===== src/hb_pkg.sv =====
//////////////////////////////////////////////////
// host-bus side types
// address and data widths of the host port
//////////////////////////////////////////////////
`default_nettype none

package hb_pkg;

  localparam int HB_WIDTH = 32;

  typedef logic [HB_WIDTH-1:0] hb_addr_t;  // host byte address
  typedef logic [HB_WIDTH-1:0] hb_data_t;  // host write / read data

endpackage

`default_nettype wire


===== src/wb_pkg.sv =====
//////////////////////////////////////////////////
// wishbone side types for the 8-bit port
// master state encoding, shared with the checker
//////////////////////////////////////////////////
`default_nettype none

package wb_pkg;

  localparam int WB_WIDTH = 8;

  typedef logic [WB_WIDTH-1:0] wb_adr_t;  // low byte of host address
  typedef logic [WB_WIDTH-1:0] wb_dat_t;

  // one transaction at a time, no pipelining
  typedef enum logic [1:0] {
    IDLE  = 2'd0,
    CYCLE = 2'd1,
    DONE  = 2'd2
  } master_state_t;

endpackage

`default_nettype wire


===== src/wb_cycle_timer.sv =====
//////////////////////////////////////////////////
// wishbone cycle timeout counter
// single expire pulse when a cycle runs too long
//////////////////////////////////////////////////
`timescale 1ns/10ps
`default_nettype none

module wb_cycle_timer #(
  parameter int TIMEOUT_CYCLES = 16
) (
  input  logic wb_clk_i,
  input  logic wb_rst_i,
  input  logic cyc_active_i,
  output logic expire_o
);

  localparam int CNT_W = $clog2(TIMEOUT_CYCLES + 1);
  localparam logic [CNT_W-1:0] LIMIT = CNT_W'(TIMEOUT_CYCLES - 1);

  logic [CNT_W-1:0] count;

  // count parks one past the limit so expire fires only once
  always_ff @(posedge wb_clk_i) begin
    if (wb_rst_i || !cyc_active_i) begin
      count <= '0;
    end else if (count <= LIMIT) begin
      count <= count + 1'b1;
    end
  end

  assign expire_o = cyc_active_i && (count == LIMIT);

endmodule

`default_nettype wire


===== src/wb_reg_slave.sv =====
//////////////////////////////////////////////////
// 8-bit wishbone register bank slave
// fixed wait states before ack
// unmapped addresses are never acked
//////////////////////////////////////////////////
`timescale 1ns/10ps
`default_nettype none

module wb_reg_slave #(
  parameter int NUM_REGS    = 16,
  parameter int WAIT_STATES = 2
) (
  input  logic            wb_clk_i,
  input  logic            wb_rst_i,
  input  logic            wb_cyc_i,
  input  logic            wb_stb_i,
  input  logic            wb_we_i,
  input  wb_pkg::wb_adr_t wb_adr_i,
  input  wb_pkg::wb_dat_t wb_dat_i,
  output wb_pkg::wb_dat_t wb_dat_o,
  output logic            wb_ack_o
);

  localparam int IDX_W  = (NUM_REGS > 1) ? $clog2(NUM_REGS) : 1;
  localparam int WAIT_W = $clog2(WAIT_STATES + 2);
  localparam logic [WAIT_W-1:0] WAIT_LAST = WAIT_W'(WAIT_STATES);

  wb_pkg::wb_dat_t   regs [NUM_REGS];
  logic [WAIT_W-1:0] wait_cnt;
  logic [IDX_W-1:0]  reg_idx;
  logic              in_range;
  logic              req;      // live request not yet acked
  logic              hit;      // edge that raises ack

  assign reg_idx  = wb_adr_i[IDX_W-1:0];
  assign in_range = (int'(wb_adr_i) < NUM_REGS);
  assign req      = wb_cyc_i && wb_stb_i && !wb_ack_o;
  assign hit      = req && in_range && (wait_cnt == WAIT_LAST);

  // wait states, saturate so an unmapped cycle just sits
  always_ff @(posedge wb_clk_i) begin
    if (wb_rst_i || !req) begin
      wait_cnt <= '0;
    end else if (wait_cnt != WAIT_LAST) begin
      wait_cnt <= wait_cnt + 1'b1;
    end
  end

  always_ff @(posedge wb_clk_i) begin
    if (wb_rst_i) begin
      wb_ack_o <= 1'b0;
    end else begin
      wb_ack_o <= hit;  // single cycle, req drops while ack is high
    end
  end

  always_ff @(posedge wb_clk_i) begin
    if (wb_rst_i) begin
      for (int i = 0; i < NUM_REGS; i++) begin
        regs[i] <= '0;
      end
    end else if (hit && wb_we_i) begin
      regs[reg_idx] <= wb_dat_i;
    end
  end

  // read data lines up with ack
  always_ff @(posedge wb_clk_i) begin
    if (hit && !wb_we_i) begin
      wb_dat_o <= regs[reg_idx];
    end
  end

endmodule

`default_nettype wire


===== src/wb_master_fsm.sv =====
//////////////////////////////////////////////////
// wishbone master FSM
// host strobe in, single classic cycle out,
// read data / error returned with a done pulse
//////////////////////////////////////////////////
`timescale 1ns/10ps
`default_nettype none

module wb_master_fsm (
  input  logic              wb_clk_i,
  input  logic              wb_rst_i,

  // host side
  input  logic              hb_ren_i,
  input  logic              hb_wen_i,
  input  hb_pkg::hb_addr_t  hb_addr_i,
  input  hb_pkg::hb_data_t  hb_wdata_i,
  output hb_pkg::hb_data_t  hb_rdata_o,
  output logic              hb_busy_o,
  output logic              hb_done_o,
  output logic              hb_err_o,

  // wishbone side
  input  logic              wb_ack_i,
  input  wb_pkg::wb_dat_t   wb_dat_i,
  output logic              wb_cyc_o,
  output logic              wb_stb_o,
  output logic              wb_we_o,
  output wb_pkg::wb_adr_t   wb_adr_o,
  output wb_pkg::wb_dat_t   wb_dat_o,

  // from cycle timer
  input  logic              expire_i
);

  localparam int PAD_W = $bits(hb_pkg::hb_data_t) - $bits(wb_pkg::wb_dat_t);

  wb_pkg::master_state_t state;
  logic                  start;    // accepted strobe
  logic                  cyc_end;  // ack or timeout closes the cycle

  assign start   = (state == wb_pkg::IDLE) && (hb_ren_i || hb_wen_i);
  assign cyc_end = (state == wb_pkg::CYCLE) && (wb_ack_i || expire_i);

  assign hb_busy_o = (state != wb_pkg::IDLE);
  assign hb_done_o = (state == wb_pkg::DONE);

  always_ff @(posedge wb_clk_i) begin
    if (wb_rst_i) begin
      state      <= wb_pkg::IDLE;
      wb_cyc_o   <= 1'b0;
      wb_stb_o   <= 1'b0;
      wb_we_o    <= 1'b0;
      hb_err_o   <= 1'b0;
      hb_rdata_o <= '0;
    end else begin
      case (state)
        wb_pkg::IDLE: begin
          if (start) begin
            state    <= wb_pkg::CYCLE;
            wb_cyc_o <= 1'b1;
            wb_stb_o <= 1'b1;
            wb_we_o  <= !hb_ren_i;  // read wins over write
          end
        end
        wb_pkg::CYCLE: begin
          if (cyc_end) begin
            state    <= wb_pkg::DONE;
            wb_cyc_o <= 1'b0;
            wb_stb_o <= 1'b0;
            hb_err_o <= !wb_ack_i;  // ack takes priority over a late expire
            if (wb_ack_i && !wb_we_o) begin
              hb_rdata_o <= {{PAD_W{1'b0}}, wb_dat_i};
            end
          end
        end
        wb_pkg::DONE: begin
          state    <= wb_pkg::IDLE;
          hb_err_o <= 1'b0;  // error only valid alongside done
        end
        default: begin
          state <= wb_pkg::IDLE;
        end
      endcase
    end
  end

  // address and write byte, latched on accept
  always_ff @(posedge wb_clk_i) begin
    if (start) begin
      wb_adr_o <= hb_addr_i[$bits(wb_pkg::wb_adr_t)-1:0];
      wb_dat_o <= hb_wdata_i[$bits(wb_pkg::wb_dat_t)-1:0];
    end
  end

endmodule

`default_nettype wire


===== src/hb_wb_bridge_top.sv =====
//////////////////////////////////////////////////
// host-bus to 8-bit wishbone bridge, top level
// master FSM, cycle timer and register slave
//////////////////////////////////////////////////
`timescale 1ns/10ps
`default_nettype none

module hb_wb_bridge_top #(
  parameter int NUM_REGS       = 16,
  parameter int WAIT_STATES    = 2,
  parameter int TIMEOUT_CYCLES = 16  // must exceed WAIT_STATES+2
) (
  input  logic             wb_clk_i,
  input  logic             wb_rst_i,
  input  logic             hb_ren_i,
  input  logic             hb_wen_i,
  input  hb_pkg::hb_addr_t hb_addr_i,
  input  hb_pkg::hb_data_t hb_wdata_i,
  output hb_pkg::hb_data_t hb_rdata_o,
  output logic             hb_busy_o,
  output logic             hb_done_o,
  output logic             hb_err_o
);

  // internal wishbone bus
  logic            wb_cyc;
  logic            wb_stb;
  logic            wb_we;
  wb_pkg::wb_adr_t wb_adr;
  wb_pkg::wb_dat_t wb_dat_w;
  wb_pkg::wb_dat_t wb_dat_r;
  logic            wb_ack;
  logic            expire;   // timeout from the timer

  wb_master_fsm u_master (
    .wb_clk_i   (wb_clk_i),
    .wb_rst_i   (wb_rst_i),
    .hb_ren_i   (hb_ren_i),
    .hb_wen_i   (hb_wen_i),
    .hb_addr_i  (hb_addr_i),
    .hb_wdata_i (hb_wdata_i),
    .hb_rdata_o (hb_rdata_o),
    .hb_busy_o  (hb_busy_o),
    .hb_done_o  (hb_done_o),
    .hb_err_o   (hb_err_o),
    .wb_ack_i   (wb_ack),
    .wb_dat_i   (wb_dat_r),
    .wb_cyc_o   (wb_cyc),
    .wb_stb_o   (wb_stb),
    .wb_we_o    (wb_we),
    .wb_adr_o   (wb_adr),
    .wb_dat_o   (wb_dat_w),
    .expire_i   (expire)
  );

  wb_cycle_timer #(
    .TIMEOUT_CYCLES (TIMEOUT_CYCLES)
  ) u_timer (
    .wb_clk_i     (wb_clk_i),
    .wb_rst_i     (wb_rst_i),
    .cyc_active_i (wb_cyc),
    .expire_o     (expire)
  );

  wb_reg_slave #(
    .NUM_REGS    (NUM_REGS),
    .WAIT_STATES (WAIT_STATES)
  ) u_slave (
    .wb_clk_i (wb_clk_i),
    .wb_rst_i (wb_rst_i),
    .wb_cyc_i (wb_cyc),
    .wb_stb_i (wb_stb),
    .wb_we_i  (wb_we),
    .wb_adr_i (wb_adr),
    .wb_dat_i (wb_dat_w),
    .wb_dat_o (wb_dat_r),
    .wb_ack_o (wb_ack)
  );

endmodule

`default_nettype wire


===== config.mk =====
export PLATFORM = sky130hd
export DESIGN_NAME = hb_wb_bridge_top
export DESIGN_NICKNAME = d
export VERILOG_FILES = /design/src/hb_pkg.sv /design/src/wb_pkg.sv /design/src/wb_cycle_timer.sv /design/src/wb_reg_slave.sv /design/src/wb_master_fsm.sv /design/src/hb_wb_bridge_top.sv
export SDC_FILE = /design/constraint.sdc
export NUM_CORES = 1
export LEC_CHECK = 0
export BUFFER_PORTS_ARGS = -buffer_cell sky130_fd_sc_hd__buf_2
export CAP_MARGIN = 20
export CELL_PAD_IN_SITES_DETAIL_PLACEMENT = 2
export CELL_PAD_IN_SITES_GLOBAL_PLACEMENT = 2
export CORE_UTILIZATION = 32
export CTS_CLUSTER_DIAMETER = 50
export DETAILED_ROUTE_END_ITERATION = 8
export PLACE_DENSITY_LB_ADDON = 0.1
export RECOVER_POWER = 100
export SLEW_MARGIN = 20
export SYNTH_ARGS = -nofsm -noshare
export SYNTH_HDL_FRONTEND = slang
export SYNTH_HIERARCHICAL = 1
export SYNTH_SLANG_ARGS = --single-unit

===== constraint.sdc =====
create_clock -name wb_clk_i -period 2.4 [get_ports wb_clk_i]
set_input_delay 0 -clock wb_clk_i [delete_from_list [all_inputs] [get_ports wb_clk_i]]
set_output_delay 0 -clock wb_clk_i [all_outputs]
set_load 0.01 [all_outputs]

# --- After elaboration in Yosys (flattened, before gate mapping) ---
# Memories as Yosys holds them, arrays and structs flattened. A register that Yosys moved wholly into a read port is not among the register bits.
# Cells that the tools add are included.
word_totals:
  inputBits: 68
  regBits: 37
  n_memories: 1
  ram_bits: 128
  out_inout_bits: 35
  word_cells: 66
op_classes:
  n_mux: 16
  n_eq_ne: 7
  n_addsub: 2
  n_reduce_logical: 28
  n_lt_le_gt_ge: 2
memory_table:
  columns: ["memory", "depth", "width", "rd", "rd_clocked_by_memory_dff", "wr", "line", "source"]
  rows:
  - ["u_slave.regs", 16, 8, 1, 1, 16, "wb_reg_slave.sv:28", "wb_pkg::wb_dat_t regs [NUM_REGS];"]
op_table:
  columns: ["cell", "count"]
  rows:
  - ["$logic_and A1 B1 Y1", 9]
  - ["$mux W1", 9]
  - ["$lt A8 B5 Y1 const B", 1]
  - ["$mux W8", 1]
  - ["$reduce_or A8 Y1", 1]
  - ["$reduce_and A2 Y1", 3]
  - ["$reduce_and A3 Y1", 2]
  - ["$reduce_bool A2 Y1", 3]
  - ["$add A5 B1 Y5 const B", 1]
  - ["$eq A5 B4 Y1 const B", 1]
  - ["$le A5 B4 Y1 const B", 1]
  - ["$logic_not A1 Y1", 5]
  - ["$eq A2 B2 Y1 const B", 2]
  - ["$logic_or A1 B1 Y1", 4]
  - ["$mux W2", 2]
  - ["$mux W4", 1]
  - ["$ne A2 B1 Y1 const B", 2]
  - ["$pmux W1 S2", 2]
  - ["$pmux W2 S2", 1]
  - ["$add A2 B1 Y2 const B", 1]
  - ["$eq A2 B1 Y1 const B", 1]
  - ["$logic_not A2 Y1", 1]
  - ["$ne A2 B2 Y1 const B", 1]

# --- Longest topological paths before layout ---
depth:
  depth_word: 10
  ltp_mapped: 7

# --- Hierarchy ---
# Netlist, hierarchy kept.
modules_own_cells:
  columns: ["module", "n_inst", "cells_per_inst", "area_per_inst_um2"]
  rows:
  - ["wb_reg_slave", 1, 434, 6256.0]
  - ["wb_master_fsm", 1, 94, 1177.4]
  - ["wb_cycle_timer", 1, 30, 292.8]

# --- Worst setup path after synthesis ---
# Ideal clock, no wire load.
synth_timing:
  path_kind: "register -> register"
  start: "register u_master.wb_adr_o[6]"
  end: "register u_slave.wb_dat_o[0], read port of u_slave.regs, enable pin"
  setup_ns: 0.395
  required_ns: 2.005
  setup_slack_ns: 0.042
  arrival_time_ns: 1.963
  stages_incl_launch_ff: 4
  path_cell_list: "edfxtp_1 nor4_4 nand2_1 nor4_1"
synth_via:
  elab_chain_len: 4
synth_lines:
  columns: ["item", "line", "source"]
  rows:
  - ["from (decl)", "wb_master_fsm.sv:29", "output wb_pkg::wb_adr_t wb_adr_o,"]
  - ["from (signal assigned)", "wb_master_fsm.sv:91", "wb_adr_o <= hb_addr_i[$bits(wb_pkg::wb_adr_t)-1:0];"]
  - ["$lt A8 B5 Y1", "wb_reg_slave.sv:36", "assign in_range = (int'(wb_adr_i) < NUM_REGS);"]
  - ["$logic_and A1 B1 Y1 (2 in a row)", "wb_reg_slave.sv:38", "assign hit = req && in_range && (wait_cnt == WAIT_LAST);"]
  - ["$logic_and A1 B1 Y1", "wb_reg_slave.sv:69", "if (hit && !wb_we_i) begin"]
  - ["to (decl)", "wb_reg_slave.sv:20", "output wb_pkg::wb_dat_t wb_dat_o,"]
# No other way between the ends.
# A chain may end at the register's enable or synchronous reset.

==> out/summary.txt <==
Status: finished, final reports clean
Setup Viol. Count Final: 0
Slowest stage delay, CP: 0.39 ns
Hold_sp: wb_rst_i
RR Startpoint: u_master/wb_adr_o[0]
Global placer's final weighted congestion: 0.734
Critical-path cell list: clkbuf_2 -> and2_0 -> clkbuf_1 -> nand3_1 -> nor2_1
Critical path class: reg -> reg
Hpwl dp: 15,000 microns
Worst hold endpoint: u_master/hb_rdata_o[1]
R2R Setup Slk: 0.25 ns
Reg2Reg Capture Point: u_slave/regs[15][4]
Worst Path Buf+Inv: 2
Initial Util: 32.8%
Pwr Density: 751 nW/um^2
Tot GR Track Use: 18.6%
DIE HEIGHT: 157 microns
Hold Crit Class: in -> reg
Clock Path Buffers: 2
Top-level I/O count: 103
Net load switching power: 1.61 mW
Vias in the first global route: 5,218
Post-synthesis compound-gate area fraction: 4.65%
IO buf count: 30
Initial antenna violation count: 0
Root Buffer: clkbuf_16
Asr flop ratio synth: 0%
Slowest-stage cell, CP: edfxtp_1
Layout cell share with drive strength beyond 1: 19.8%
Post-synth top area cell: edfxtp_1
Switching share of total power: 24.1%
Clk Latency, worst-skew pair: 0.44 ns
LEAKAGE: 2.99 nW
Slew headroom: 53.0%
Post-route antenna net violation count: 0
Simple-gate share of the synthesized area: 13.8%
Nets@finish: 698
Startpoint Class: flip-flop
Fin cells: 959
First-pass GRT wire length: 32,300 microns
Die area: 24,800 sq um
Crit path max-delay family: simple AND/OR/NAND/NOR gates
Area Growth Syn to Fin: 15.3%
Instance count on the critical path: 5
Mux cell area share after synthesis: 10.4%
Cts bufs inserted: 17
WP data required: 2.67 ns
Die X: 157 microns
Synth Instances: 558
Final Hold Vio Count: 0
Clock Sinks: 173
Setup bufs post-CTS: 0
Adder-cell area share of the yosys netlist: 0.486%
Unrepaired setup endpoints after global routing: no
Critical Path Sink Type: flip-flop
Clock share of power: 41.2%
Top cells by area, synth: edfxtp_1 (59%), mux4_2 (9.3%), nor2_1 (7.0%)
Placement Rows: 56
Largest net degree at the start of global routing: 37
DRC: 0
Synth Area per Inst: 13.8 sq um
Drt via density: 4.93
Final Cycle Share: 89.6%
ANT cells: 0
Yosys warnings: 6
Core area: 23,500 sq um
Worst-path clk slew: 0.07 ns
Fin Clk Skew: 0.00829 ns
Worst Hold Depth: 3
Area share of the largest cell type after synthesis: 59.1%
Yosys reg bits: 173
Cells after DPL: 908
Sequential area share after synthesis: 64.5%
Final WL: 21,200 microns
R2R cell count: 5
Worst Path Arrival: 2.42 ns
Maximum vdd drop: 0.000386 V
Synth cell types: 48
Worst slew pin tran: 0.705 ns
DR vias: 4,729
Max Slew Vio Count: 0
CP Max Fanout: 11
Number of max-cap violations: 0
Int Power: 5.08 mW
Global-route congestion overflow total: 0
DR pass1 iterations: 4
Synth Flop Type: edfxtp_1
Most common cell in the synthesized netlist: edfxtp_1
Xor/xnor share of the synthesized area: 0.113%
Synth top cells by count: edfxtp_1 (152), nor2_1 (144), nand3_1 (33)
Comb pwr share: 7.5%
Routed len/inst: 22.1 microns
EDFF count, synth: 152
Fin Hold WS: 0.0594 ns
Initial DRC Count: 313
Largest family of logic cells by synthesized area: simple AND/OR/NAND/NOR gates
Fmax achieved: 465 MHz
Register share of total power: 51.3%
Final min period: 2.15 ns
CTS tree: done
Fillers: 2,435
Mapped cell area: 7730 sq um
Setup TNS: 0 ns
H-tree depth: 4
worst reg2reg max path, delay by kind of cell, from the launching register on:
family / cells / cell delay (ns)
buf+inv: 2 / 0.77
flops: 1 / 0.39
simple gates: 3 / 0.83
timing repair:
| item | 4_1_cts | 5_1_grt |
|---|---|---|
| hold buffers | 19 | 0 |
| hold endpoints to repair | 19 | 0 |
| resized for setup | 0 | 0 |
flip-flops by register name, indices dropped and copies added, names as in the netlist, 2 cells and up:
signal / count
u_master/hb_rdata_o: 8
u_master/wb_adr_o: 8
u_master/state: 2
u_timer/count: 5
u_slave/wb_dat_o: 8
u_slave/regs: 128
u_master/wb_dat_o: 8
u_slave/wait_cnt: 2
cell type report:
type	instances	area, sq um	area share [%]
clock inverter	13	131	1.47
inverter	7	26.3	0.295
tap	319	399	4.48
sequential	173	4980	55.9
clock buffer	19	453	5.08
multi-input combinational	341	2350	26.4
timing repair buffer	87	566	6.35
per-layer routing:
layer | GRT usage (%) | vias up | share of wire (%)
met3 | 4.16 | 18 | 4.5
met1 | 23.7 | 2450 | 43
met4 | 6.20 | 0 | 1.7
met5 | 0 | - | 0
met2 | 31.3 | 111 | 51
li1 | - | 2150 | -
cell families after synthesis:
kind of cell | count (synthesis)
xor gates and xnor gates | 1
muxes | 40
buffers and inverters | 67
other | 1
DFF | 173
AOI/OAI and AO/OA | 49
and+or+nand+nor | 224
adders and majority gates | 3
layout by cell type, fill, tap and decap left out, types with 3 or more instances in the layout:
master           n
clkbuf_2        19
nand4_4          4
inv_6            3
nor2_1         144
clkbuf_16       17
inv_1            7
edfxtp_1       152
buf_2           18
a21oi_1          6
clkinv_4         5
conb_1          24
dfxtp_1         21
nor2b_1          5
o21bai_1        16
a22oi_1         16
buf_4           11
ha_1             3
mux4_2          32
dlygate4sd3_1   19
clkbuf_1        18
mux2i_1          8
o21ai_0          4
nand3_1         33
nand2_1         17
worst max path at each step:
stage | slack [ns] | endpoint | from
after floorplan | 0.04 | u_slave/wb_dat_o[0] | u_master/wb_adr_o[6]
after global placement | 0.34 | u_slave/regs[0][4] | u_master/wb_stb_o
after detailed placement | 0.36 | u_slave/regs[1][4] | u_master/wb_adr_o[6]
after CTS | 0.33 | u_slave/regs[1][6] | u_master/wb_adr_o[6]
after global routing | 0.1 | u_slave/regs[10][0] | u_master/wb_adr_o[0]
final | 0.25 | u_slave/regs[15][4] | u_master/wb_adr_o[0]
power by group through the flow:
stage / combinational [mW] / sequential, mW / clock [mW]
after CTS: 0.528 / 3.43 / 2.85
final: 0.500 / 3.43 / 2.76
after floorplan: 0.338 / 3.47 / 0
after detailed placement: 0.501 / 3.50 / 0
after global routing: 0.546 / 3.44 / 2.93
after global placement: 0.490 / 3.48 / 0
stage by stage:
| stage | utilization, % | power (mW) | worst slack (ns) | area [sq um] |
|---|---|---|---|---|
| 2_1_floorplan | - | 3.81 | 0.0420 | 7810 |
| 3_3_place_gp | 35.0 | 3.97 | 0.340 | 8240 |
| 3_5_place_dp | 35.0 | 4.00 | 0.357 | 8240 |
| 4_1_cts | 38.3 | 6.80 | 0.333 | 9010 |
| 5_1_grt | 37.9 | 6.92 | 0.0957 | 8910 |
| 6_report | 37.9 | 6.69 | 0.250 | 8910 |
Note: power is estimated with default switching activity, not from simulation.
